[config.mk]
export PLATFORM = sky130hd
export DESIGN_NAME = hazard_detect
export DESIGN_NICKNAME = d
export VERILOG_FILES = /design/src/rv_pipe_pkg.sv /design/src/hazard_detect.sv
export SDC_FILE = /design/constraint.sdc
export NUM_CORES = 1
export LEC_CHECK = 0
export ABC_AREA = 1
export ABC_CLOCK_PERIOD_IN_PS = 3200
export BUFFER_PORTS_ARGS = -buffer_cell sky130_fd_sc_hd__buf_2
export CAP_MARGIN = 25
export CORE_UTILIZATION = 51
export DETAILED_ROUTE_END_ITERATION = 16
export GPL_ROUTABILITY_DRIVEN = 0
export PLACE_DENSITY_LB_ADDON = 0.08
export SETUP_SLACK_MARGIN = 0.02
export SLEW_MARGIN = 20
export SYNTH_ARGS = -nofsm -noshare
export SYNTH_HDL_FRONTEND = slang
export SYNTH_SLANG_ARGS = --single-unit
[constraint.sdc]
create_clock -name vclk -period 3.2
set_clock_uncertainty 0.15 [all_clocks]
set_input_delay 0.64 -clock vclk [all_inputs]
set_output_delay 0.64 -clock vclk [all_outputs]
set_load 0.01 [all_outputs]
[src/rv_pipe_pkg.sv]
package rv_pipe_pkg;

    // Widths fixed by the RV64 integer ISA.
    localparam int XLEN       = 64;
    localparam int REG_ADDR_W = 5;

    typedef logic [REG_ADDR_W-1:0] reg_addr_t;
    typedef logic [XLEN-1:0]       xlen_t;

    // ~~~~~~~~~~~~~~~~~~~~~~~~~~~~~~~~~~~~~~~~~~~~~~~~~~~~~~~~~~~~~~~~~~~~~~
    // Operand source selection
    // ~~~~~~~~~~~~~~~~~~~~~~~~~~~~~~~~~~~~~~~~~~~~~~~~~~~~~~~~~~~~~~~~~~~~~~

    typedef enum logic [1:0] {
        FWD_RF  = 2'd0,  // Register file read port.
        FWD_EX  = 2'd1,  // Result of the instruction in EX.
        FWD_MEM = 2'd2,  // Result of the instruction in MEM, load data included.
        FWD_WB  = 2'd3   // Value being written back.
    } fwd_src_e;

    // ~~~~~~~~~~~~~~~~~~~~~~~~~~~~~~~~~~~~~~~~~~~~~~~~~~~~~~~~~~~~~~~~~~~~~~
    // In-flight instruction records
    // ~~~~~~~~~~~~~~~~~~~~~~~~~~~~~~~~~~~~~~~~~~~~~~~~~~~~~~~~~~~~~~~~~~~~~~

    // Destination of one instruction, 8 bits.
    typedef struct packed {
        logic      valid;
        reg_addr_t rd;
        logic      we;
        logic      is_load;
    } dest_rec_t;

    // Decode-stage request, 18 bits.
    typedef struct packed {
        reg_addr_t rs1;
        reg_addr_t rs2;
        dest_rec_t dest;
    } src_req_t;

endpackage

[src/hazard_detect.sv]
`timescale 1ns/1ps

module hazard_detect (
    input  logic                  issue_valid,
    input  rv_pipe_pkg::reg_addr_t rs1,
    input  rv_pipe_pkg::reg_addr_t rs2,
    input  rv_pipe_pkg::dest_rec_t ex_rec,
    input  rv_pipe_pkg::dest_rec_t mem_rec,
    input  rv_pipe_pkg::dest_rec_t wb_rec,
    output logic                  stall,
    output rv_pipe_pkg::fwd_src_e  fwd1,
    output rv_pipe_pkg::fwd_src_e  fwd2
);

    logic load_use1;
    logic load_use2;

    // A record only produces a value if it writes a real register.
    function automatic logic rec_match(input rv_pipe_pkg::dest_rec_t rec,
                                       input rv_pipe_pkg::reg_addr_t rs);
        return rec.valid & rec.we & (rec.rd != '0) & (rec.rd == rs);
    endfunction

    // Youngest producer wins.
    function automatic rv_pipe_pkg::fwd_src_e pick_src(input rv_pipe_pkg::reg_addr_t rs);
        rv_pipe_pkg::fwd_src_e src;
        if (rec_match(ex_rec, rs)) begin
            src = rv_pipe_pkg::FWD_EX;
        end else if (rec_match(mem_rec, rs)) begin
            src = rv_pipe_pkg::FWD_MEM;
        end else if (rec_match(wb_rec, rs)) begin
            src = rv_pipe_pkg::FWD_WB;
        end else begin
            src = rv_pipe_pkg::FWD_RF;
        end
        return src;
    endfunction

    // ~~~~~~~~~~~~~~~~~~~~~~~~~~~~~~~~~~~~~~~~~~~~~~~~~~~~~~~~~~~~~~~~~~~~~~
    // Load-use detection
    // ~~~~~~~~~~~~~~~~~~~~~~~~~~~~~~~~~~~~~~~~~~~~~~~~~~~~~~~~~~~~~~~~~~~~~~

    // Load data is not ready until MEM.
    assign load_use1 = rec_match(ex_rec, rs1) & ex_rec.is_load;
    assign load_use2 = rec_match(ex_rec, rs2) & ex_rec.is_load;

    assign stall = issue_valid & (load_use1 | load_use2);

    // ~~~~~~~~~~~~~~~~~~~~~~~~~~~~~~~~~~~~~~~~~~~~~~~~~~~~~~~~~~~~~~~~~~~~~~
    // Forwarding choice
    // ~~~~~~~~~~~~~~~~~~~~~~~~~~~~~~~~~~~~~~~~~~~~~~~~~~~~~~~~~~~~~~~~~~~~~~

    always_comb begin
        fwd1 = pick_src(rs1);
        fwd2 = pick_src(rs2);  // Stays FWD_EX on a load hit, stall masks it.
    end

endmodule

# Yosys cells after proc, flatten, opt, wreduce, memory -nomap -nowiden
# Cells that the tools add are included.
# Widths: inputs -> output; s select.
word_totals:
  input_bits: 35
  ff_bits: 0
op_classes:
  n_eq_ne: 6
  mux: 6
  reduce_logical: 3
  n_bitwise: 16
op_table:
  columns: ["operator", "n"]
  rows:
  - ["$eq 5x5->1", 6]
  - ["$and 1x1->1", 15]
  - ["$reduce_bool 5->1", 3]
  - ["$mux 2", 6]
  - ["$or 1x1->1", 1]

# Longest topological paths before layout
# Gate-level depths: netlist (run 1).
depth:
  depth_word: 6
  ltp_mapped: 8
  mapped_depth_nobuf: 8

# Worst setup path before layout (run 1)
# Ideal clock, no wire load.
synth_timing:
  path_kind: "input to output"
  from: "in rs2[0]"
  to: "out fwd2[1]"
  slack_ps: 1072
  arrival_ps: 1338
  cell_stages: 6
  path_cell_list: "buf_6 -> xnor2_1 -> nand2_1 -> nor2_2 -> nand3_2 -> a21oi_1"
synth_between:
  elab_chain_cells: 5
  elab_cells_between_ends: 9
  cone_classes: "eq/ne: 3; mux: 3; bitwise: 3"
synth_lines:
  columns: ["element", "line_no", "source"]
  rows:
  - ["start: declaration", "hazard_detect.sv:6", "input rv_pipe_pkg::reg_addr_t rs2,"]
  - ["$eq 5x5->1", "hazard_detect.sv:21", "return rec.valid & rec.we & (rec.rd != '0) & (rec.rd == rs);"]
  - ["$and 1x1->1", "hazard_detect.sv:21", null]
  - ["$mux 2", "hazard_detect.sv:31", "end else if (rec_match(wb_rec, rs)) begin"]
  - ["$mux 2", "hazard_detect.sv:29", "end else if (rec_match(mem_rec, rs)) begin"]
  - ["$mux 2 (*)", "hazard_detect.sv:27", "if (rec_match(ex_rec, rs)) begin"]
  - ["end: declaration", "hazard_detect.sv:12", "output rv_pipe_pkg::fwd_src_e fwd2"]
# Mark *: on every way between the ends. The rest lies on a longest branch, timed or not.

# Final worst setup path (run 1)
layout_timing:
  from: "in rs2[2]"
  to: "out fwd2[1]"
# Same word-level chain as after synthesis.

==> results of run 1 <==
[worst max-delay path: stages]
cell     delay (ns)
buf_2          0.12
inv_1          0.06
nand2_1        0.05
nand2_1        0.07
nor3_1         0.14
nand3_1        0.11
a21oi_1        0.16
buf_2          0.15
[power groups by stage]
stage	logic, mW	clock network [mW]	registers [mW]
floorplan	0.0665	0	0
global placement	0.102	0	0
detailed placement	0.105	0	0
CTS	0.105	0	0
global route	0.120	0	0
finish	0.105	0	0
[worst max path at each step]
stage / from / end / slack, ns
floorplan: rs2[0] / fwd2[1] / 1.07
CTS: rs1[1] / stall / 0.89
finish: rs2[2] / fwd2[1] / 0.90
detailed placement: rs1[1] / stall / 0.89
global placement: rs1[1] / stall / 0.93
global route: rs2[2] / fwd2[0] / 0.75
[layer usage]
metal / vias up / wire, um
met2: 30 / 809
met3: 0 / 113
met1: 345 / 748
met5: - / 0
met4: 0 / 0
li1: 467 / -
[cells by family after synthesis]
group,count (synthesis)
xor+xnor,24
compound gates,3
simple gates,83
buf+inv,25
[per-stage QoR]
stage / total power [mW] / instance area, um^2 / cells / utilization, % / hold WS, ns
2_1_floorplan: 0.0665 / 702 / 135 / - / 1.22
3_3_place_gp: 0.102 / 878 / 184 / 68.4 / 1.44
3_5_place_dp: 0.105 / 878 / 184 / 68.4 / 1.44
4_1_cts: 0.105 / 878 / 184 / 68.4 / 1.44
5_1_grt: 0.120 / 878 / 184 / 68.4 / 1.47
6_report: 0.105 / 878 / 184 / 68.4 / 1.44
[cell usage after synthesis]
cell      count  area [um^2]
nand2_1      43          161
nor2_2        3         18.8
inv_2         4         15.0
a21oi_1       1         5.00
nand3b_1      1         7.51
nand3_1       8         40.0
xor2_1       15          131
buf_2         2         10.0
inv_1        16         60.1
nor2b_1       1         6.26
xnor2_1       9         78.8
clkinv_1      1         3.75
nand3_2       2         20.0
buf_6         2         22.5
nor3_1        1         5.00
nor2_1       23         86.3
a21oi_2       2         17.5
nand4_2       1         12.5
[cell type report]
type	count	area (um^2)	area share, %
Multi-Input combinational cell	110	591	67.2
Timing Repair Buffer	38	190	21.7
Inverter	21	78.8	8.97
Tap cell	15	18.8	2.14
[placed cells by master, fill, tap and decap left out, drive strengths merged]
| master | n |
|---|---|
| nand2 | 43 |
| buf | 38 |
| nor2 | 26 |
| inv | 20 |
| xor2 | 15 |
| nand3 | 10 |
| xnor2 | 9 |
| a21oi | 3 |
| nand3b | 1 |
| clkinv | 1 |
| nand4 | 1 |
| nor3 | 1 |
| nor2b | 1 |
==> results.txt, run 1 <==
----------------------------------------------------
[Placement]
  Setup slack at placement ... roughly 0.89 ns
  Buffers added on ports ... 38
  Detailed placement HPWL ... between 1.5 and 2 mm

[Global routing]
  Most heavily used metal layer in global routing ... met2
  Gr usage total ... between 20% and 30%
  Met1 layer usage reported by global route ... between 30% and 40%
  Global-route wire length before repair ... around 2.7 mm
  Maximum number of pins on one net before global-route repair ... 6
  Remaining global-route overflow ... 0
  Initial antenna violation count ... 0
  Via count of the first global-routing pass ... roughly 700
  GR Layer Usage met3 ... 2.31%
  GR Layer Usage met2 ... a little under half

[Timing]
  Slew margin rel. ... around 85%
  Min Clock Period, post-route ... 2.30 ns
  Final number of hold-violating endpoints ... 0
  Setup repair after global routing missed its margin ... false
  Worst setup margin ... 0.896 ns
  Period utilisation layout ... between 70% and 80%
  Final number of setup-violating endpoints ... 0
  Transition time at the pin with the least slew margin ... 0.230 ns
  Maximum frequency from static timing analysis ... 434 MHz
  Post-route setup TNS ... 0 ns
  Max Transition Viols Final ... 0

[Synth]
  Proportion of synthesized area in mux cells ... 0%
  Synth Cell Area ... around 700 um^2
  Average size of a mapped cell ... about 5.2 um^2
  Synth warn ... 0
  Post-synthesis adder-cell area fraction ... 0%
  Cell count after synthesis ... ~140
  Fraction of synthesized cell area in xor and xnor cells ... between 20% and 30%
  Compound-gate portion of the synthesized area ... approximately 3.2%
  Combinational family with the most area after synthesis ... simple AND/OR/NAND/NOR gates
  Number of nets in the synthesized netlist ... between 150 and 200
  Post-synthesis simple-gate area fraction ... about half
  Yosys cell types ... 18
  Share of the yosys chip area belonging to registers ... 0%

[Detailed routing]
  Number of nets with antenna violations after detailed routing ... 0
  First-pass detailed-route iteration total ... 4
  Detailed Route Iter0 Violations ... 16
  Routed via count ... between 800 and 900
  Post-detailed-route wirelength per cell ... 9.08 um
  Avg Vias per Cell ... between 4 and 5
  Final wirelength ... 1.67 mm
  Remaining design rule violation count ... 0

[Pwr]
  Fraction of power spent switching nets ... between 50% and 60%
  Internal cell power ... approximately 46 uW
  Worst IR Drop VDD ... between 70 and 80 uV
  Power density over cell area ... about 120 mW/mm^2
  Proportion of power drawn by combinational gates ... 100.0%
  Leakage power summed over all cells ... 0.553 nW
  Net Sw Power ... 59.1 uW
  Portion of total power attributed to the clock network ... 0%
  Flop pwr share ... 0%

[Die]
  Site Rows ... 13
  Initial Utilization ... approximately 55%
  Standard cell core area ... between 0.001 and 0.0015 mm^2
  Die Wd ... a little under 40 um
  Die Height ... a little under 40 um
  Die area ... 0.00153 mm^2
  Io pins ... 40

[Cells and area]
  Sequential cell area ... 0 um^2
  Sequential cells ... 0
  Synthesis-to-layout area growth ... 25.1%
  Number of fillers in the final layout ... 130
  Number of antenna repair diodes ... 0
  Fraction of layout instances using a drive strength above 1 ... ~30%
  Count of nets after finishing ... 206
  Clock Buffer Count ... 0

[Outcome]
  Status ... finished, final reports clean

[Critical path]
  Worst endpoint required time ... around 2.4 ns
  Critical Path Sink Type ... output port
  Kind of start point of the critical path ... input pin
  Signal arrival time at the worst endpoint ... 1.51 ns
  Type of the worst setup path ... in -> out
  Critical Path Fanout Max ... 4

[CTS]
  CTS resizes ... 0
  Count of hold buffers inserted by post-cts repair ... 0
  Post-CTS setup repair buffer count ... 0

[Min path]
  Startpoint of the tightest hold check path ... ex_rec[0]
  WHS Endpoint ... stall
  Hold WC Path Type ... in -> out
  Cells on Worst Hold Path ... 4

[Job]
  Max Cap Viol ... 0

----------------------------------------------------
No activity file was read; power rests on OpenSTA's default activity.
==> run 2: changes to the inputs <==
ABC_AREA = 0   (was 1)
ABC_CLOCK_PERIOD_IN_PS = 2330   (was 3200)
CORE_AREA = 2 2 39 41   (was default)
CORE_UTILIZATION = default   (was 51)
DIE_AREA = 0 0 41 43   (was default)
clock period = 2.33 ns   (was 3.2 ns; I/O delays follow)
==> run 2 against run 1 <==
  * Routed wire length shrank 11%
  * Non-clock buffer count grew 3
  * Critical path depth shrank 2
  * Global-route usage shrank 7.6 points
  * Sequential share of layout area is the same
  * Hold slack lost 0.36 ns
==> results.txt, run 2 <==
----------------------------------------------------
[Synth]
  Post-synthesis adder-cell area fraction ... 0% (unchanged)
  Fraction of synthesized cell area taken by the top area cell type ... 30.3% (+7.3 points)
  Compound-gate portion of the synthesized area ... 14.4% (+11 points)
  Average size of a mapped cell ... 7.62 um^2 (+46%)
  Combinational family with the most area after synthesis ... XOR/XNOR gates
  Share of the yosys chip area belonging to registers ... 0% (unchanged)
  Fraction of synthesized cell area in xor and xnor cells ... 60.5% (+31 points)
  Synth warn ... 0 (unchanged)
  Synth Cell Area ... 434 um^2 (-38%)
  Number of nets in the synthesized netlist ... 92 (-46%)
  Ranking of synthesized cells by instance count ... 15 x xnor2_1, 15 x xor2_1, 4 x nand4_1, 4 x nor3_1
  Yosys cell types ... 14 (-4)
  Most area-consuming cells after synthesis ... xnor2_1 30%, xor2_1 30%, nand4_1 5.8%, or4_1 5.2%, nor3_1 4.6%
  Cell count after synthesis ... 57 (-58%)
  Library cell occupying the most area in the post-synthesis netlist ... xnor2_1
  Post-synthesis simple-gate area fraction ... 25.1% (-26 points)
  Proportion of synthesized area in mux cells ... 0% (unchanged)

[Placement]
  Buffers added on ports ... 38 (unchanged)
  Detailed placement HPWL ... 1.20 mm (-20%)
  Cells after DPL ... 113 (-39%)
  Post-place instance area ... 659 um^2 (-25%)
  Setup slack at placement ... 0.0290 ns (-0.863 ns)

[Timing]
  Final number of hold-violating endpoints ... 0 (unchanged)
  Slew margin rel. ... 85.3% (+0.81 points)
  Final number of setup-violating endpoints ... 0 (unchanged)
  Transition time at the pin with the least slew margin ... 0.219 ns (-0.0112 ns)
  Period utilisation layout ... about 100%
  Setup repair after global routing missed its margin ... true
  Maximum frequency from static timing analysis ... about 430 MHz
  Post-route setup TNS ... 0 ns (unchanged)
  Min Clock Period, post-route ... 2.31 ns
  Max Transition Viols Final ... 0 (unchanged)
  Worst setup margin ... 0.0219 ns (-0.874 ns)
  Worst hold slack after final layout ... 1.08 ns (-0.357 ns)

[Critical path]
  Critical Path Fanout Max ... 4 (unchanged)
  Critical Path Sink Type ... output port
  Worst endpoint required time ... 1.71 ns (-0.70 ns)
  Signal arrival time at the worst endpoint ... 1.69 ns (+0.18 ns)
  Kind of start point of the critical path ... input pin
  Type of the worst setup path ... in -> out

[Cells and area]
  Fraction of layout instances using a drive strength above 1 ... 53.1% (+23 points)
  Synthesis-to-layout area growth ... 74.9%
  Area used by multi-input combinational logic ... 498 um^2 (-16%)
  Number of antenna repair diodes ... 0 (unchanged)
  Final std cells w/o fill ... 114 (-38%)
  Sequential cells ... 0 (unchanged)
  Commonest non-fill, non-tap cell in the layout ... buf_2
  Sequential cell area ... 0 um^2 (unchanged)
  Commonest cells after routing, fill and taps aside ... 34 x buf_2, 15 x xor2_1, 12 x xnor2_1
  Clock Buffer Count ... 0 (unchanged)
  Final design instance area without fill ... 759 um^2 (-14%)
  Number of fillers in the final layout ... 137 (+5.4%)
  Final core utilization ... 54.9% (-13 points)
  Count of nets after finishing ... 135 (-34%)

[Job]
  Max Cap Viol ... 0 (unchanged)

[Global routing]
  Remaining global-route overflow ... 0 (unchanged)
  Initial antenna violation count ... 0 (unchanged)
  Gr usage total ... 16.8% (-7.6 points)
  Maximum number of pins on one net before global-route repair ... 5 (-1)
  Via count of the first global-routing pass ... 487 (-30%)
  Global-route wire length before repair ... 2.10 mm (-22%)

[Outcome]
  Status ... finished, final reports clean

[Detailed routing]
  First-pass detailed-route iteration total ... 3 (-1)
  Detailed Route Iter0 Violations ... 4 (-12)
  Post-detailed-route wirelength per cell ... 13.0 um (+43%)
  Final wirelength ... 1.48 mm (-11%)
  Number of nets with antenna violations after detailed routing ... 0 (unchanged)
  Avg Vias per Cell ... 5.03 (+9.8%)
  Remaining design rule violation count ... 0 (unchanged)
  Routed via count ... 573 (-32%)

[Die]
  Standard cell core area ... 0.00138 mm^2 (+7.7%)
  Die Wd ... 41 um (+4.9%)
  Die Height ... 43 um (+10%)
  Die area ... 0.00176 mm^2 (+15%)
  Site Rows ... 14 (+1)
  Initial Utilization ... 31.4% (-23 points)
  Io pins ... 40 (unchanged)

[Pwr]
  Leakage power summed over all cells ... 0.344 nW (-38%)
  Worst IR Drop VDD ... 93.3 uV (+26%)
  Overall power ... 131 uW (+24%)
  Power density over cell area ... 172 mW/mm^2 (+44%)

[Min path]
  Hold WC Path Type ... in -> out

----------------------------------------------------
run 2: layer usage:
layer / vias up / part of all wire, % / wire length [um] / global-route usage [%]
met5: - / 0 / 0 / 0
met2: 21 / 52 / 776 / 27.5
met4: 0 / 0 / 0 / 0
met1: 255 / 42 / 626 / 25.3
met3: 0 / 5.5 / 81 / 0
li1: 297 / - / - / -
run 2: final cells by class:
cell class	instances	share of cell area [%]
Multi-Input combinational cell	57	65.6
Timing Repair Buffer	41	31.8
Tap cell	16	2.64
run 2: power breakdown:
group	internal [mW]	switching, mW	leakage [nW]	total (mW)
Sequential	0	0	0	0
Clock	0	0	0	0
Combinational	0.0682	0.0623	0.344	0.131
run 2: worst max-delay path, cell delays in order:
cell      delay (ns)
buf_8           0.09
or4_4           0.54
o211ai_4        0.25
or4_1           0.17
a21boi_2        0.04
buf_2           0.13
run 2: what timing repair did:
item	4_1_cts	5_1_grt
resized for setup	0	20
hold buffers	0	0
buffers inserted	0	1
setup endpoints to repair	0	4
run 2: logic make-up (layout without fill, tap and decap cells):
| family | Yosys count | count (layout) |
|---|---|---|
| simple gates | 19 | 19 |
| buf+inv | 0 | 41 |
| compound gates | 8 | 8 |
| xor+xnor | 30 | 30 |
run 2: path summary, 6_finish.rpt:
check / cells past startpoint / start / endpoint
setup / recovery: 6 / mem_rec[5] / fwd1[1]
hold / removal: 4 / ex_rec[0] / stall
==> run 3: changes to the inputs <==
ABC_CLOCK_PERIOD_IN_PS = 2880   (was 2330)
clock period = 2.88 ns   (was 2.33 ns; I/O delays follow)
==> run 3 against run 2 <==
  * Non-clock buffer count decreased by 3
  * Global-route usage increased by 0.30 points
  * Clock-buffer cell count unchanged
  * Setup slack improved by 0.33 ns
  * Via count decreased by 4.9%
  * Critical endpoint unchanged
  * Die area unchanged
  * Sequential cell count unchanged
  * Cell count decreased by 2.6%
  * Combinational power decreased by 34%
  * Sequential share of layout area unchanged
  * Design area decreased by 15%
==> results.txt, run 3 (synthesized netlist as in run 2, its figures left out) <==
----------------------------------------------------
[Timing]
  Transition time at the pin with the least slew margin ... 0.255 ns (+0.0353 ns)
  Setup repair after global routing missed its margin ... false
  Min Clock Period, post-route ... ~2.5 ns
  Post-route setup TNS ... 0 ns (unchanged)
  Max Transition Viols Final ... 0 (unchanged)
  Period utilisation layout ... between 80% and 90%
  Slew margin rel. ... 82.9% (-2.5 points)
  Final number of hold-violating endpoints ... 0 (unchanged)
  Final number of setup-violating endpoints ... 0 (unchanged)
  Maximum frequency from static timing analysis ... ~390 MHz

[Die]
  Site Rows ... 14 (unchanged)
  Die Height ... 43 um (unchanged)
  Die area ... 0.00176 mm^2 (unchanged)
  Standard cell core area ... 0.00138 mm^2 (unchanged)
  Initial Utilization ... 31.4% (unchanged)
  Die Wd ... 41 um (unchanged)
  Io pins ... 40 (unchanged)

[Detailed routing]
  Detailed Route Iter0 Violations ... 3 (-1)
  Number of nets with antenna violations after detailed routing ... 0 (unchanged)
  Avg Vias per Cell ... 4.91 (-2.3%)
  Post-detailed-route wirelength per cell ... 12.0 um (-7.7%)
  Final wirelength ... 1.33 mm (-10%)
  First-pass detailed-route iteration total ... 4 (+1)
  Remaining design rule violation count ... 0 (unchanged)
  Routed via count ... 545 (-4.9%)

[Cells and area]
  Sequential cells ... 0 (unchanged)
  Clock Buffer Count ... 0 (unchanged)
  Number of antenna repair diodes ... 0 (unchanged)
  Final core utilization ... 46.6% (-8.3 points)
  Synthesis-to-layout area growth ... 48.4%
  Sequential cell area ... 0 um^2 (unchanged)
  Commonest non-fill, non-tap cell in the layout ... buf_2
  Count of nets after finishing ... 132 (-2.2%)
  Commonest cells after routing, fill and taps aside ... 38 x buf_2, 15 x xor2_1, 15 x xnor2_1
  Fraction of layout instances using a drive strength above 1 ... 41.1% (-12 points)

[CTS]
  CTS resizes ... 0 (unchanged)
  Post-CTS setup repair buffer count ... 0 (unchanged)
  Count of hold buffers inserted by post-cts repair ... 0 (unchanged)

[Placement]
  Detailed placement HPWL ... 1.22 mm (+2.1%)
  Buffers added on ports ... 38 (unchanged)

[Global routing]
  Global-route wire length before repair ... 2.17 mm (+2.9%)
  Gr usage total ... 17.1% (+0.30 points)
  Initial antenna violation count ... 0 (unchanged)
  Maximum number of pins on one net before global-route repair ... 5 (unchanged)
  Remaining global-route overflow ... 0 (unchanged)
  Via count of the first global-routing pass ... 505 (+3.7%)

[Outcome]
  Status ... finished, final reports clean

[Pwr]
  Power density over cell area ... 135 mW/mm^2 (-21%)
  Overall power ... 87.1 uW (-33%)
  Leakage power summed over all cells ... 0.295 nW (-14%)
  Worst IR Drop VDD ... 57.0 uV (-39%)

[Min path]
  Hold WC Path Type ... in -> out
  WHS Endpoint ... stall
  Cells on Worst Hold Path ... 4 (unchanged)
  Startpoint of the tightest hold check path ... ex_rec[0]

[Critical path]
  Critical Path Sink Type ... output port
  Worst endpoint required time ... 2.15 ns (+0.44 ns)
  Kind of start point of the critical path ... input pin
  Signal arrival time at the worst endpoint ... 1.81 ns (+0.12 ns)
  Type of the worst setup path ... in -> out
  Critical Path Fanout Max ... 3 (-1)

[Job]
  Max Cap Viol ... 0 (unchanged)

----------------------------------------------------
## run 3: final cells by class
cell class	count	area, um^2
multi-input cells	57	434
repair buffers	38	190
fillers	165	739
well taps	16	20.0
## run 3: layer usage
layer	global-route usage [%]	vias to the layer above	wire, um
met5	0	-	0
li1	-	287	-
met3	0	0	83
met1	24.4	237	581
met2	29.4	21	668
met4	0	0	0
## run 3: stage by stage
| stage | area, um^2 | worst slack (ns) | hold slack (ns) | instances |
|---|---|---|---|---|
| 4_1_cts | 644 | 0.329 | 1.30 | 111 |
| 2_1_floorplan | 434 | 0.576 | 1.09 | 57 |
| 3_5_place_dp | 644 | 0.326 | 1.30 | 111 |
| 3_3_place_gp | 644 | 0.336 | 1.29 | 111 |
| 5_1_grt | 644 | 0.257 | 1.34 | 111 |
| 6_report | 644 | 0.348 | 1.31 | 111 |
## run 3: where the power goes
part | switching, mW | internal, mW | total [mW]
Combinational | 0.0427 | 0.0445 | 0.0871
Sequential | 0 | 0 | 0
Clock | 0 | 0 | 0
## run 3: worst max-delay path by stage
| stage | startpoint | end | cells after the start |
|---|---|---|---|
| 6_report | ex_rec[4] | fwd1[1] | 6 |
| 3_3_place_gp | ex_rec[4] | fwd1[1] | 6 |
| 4_1_cts | mem_rec[3] | fwd1[0] | 6 |
| 5_1_grt | ex_rec[4] | fwd1[1] | 6 |
| 2_1_floorplan | ex_rec[4] | fwd2[1] | 4 |
| 3_5_place_dp | mem_rec[3] | fwd1[0] | 6 |
## run 3: critical path, cell delays in order
cell      delay [ns]
buf_2           0.12
or3_1           0.36
o311a_1         0.31
nand4_1         0.13
a21boi_1        0.17
buf_2           0.14
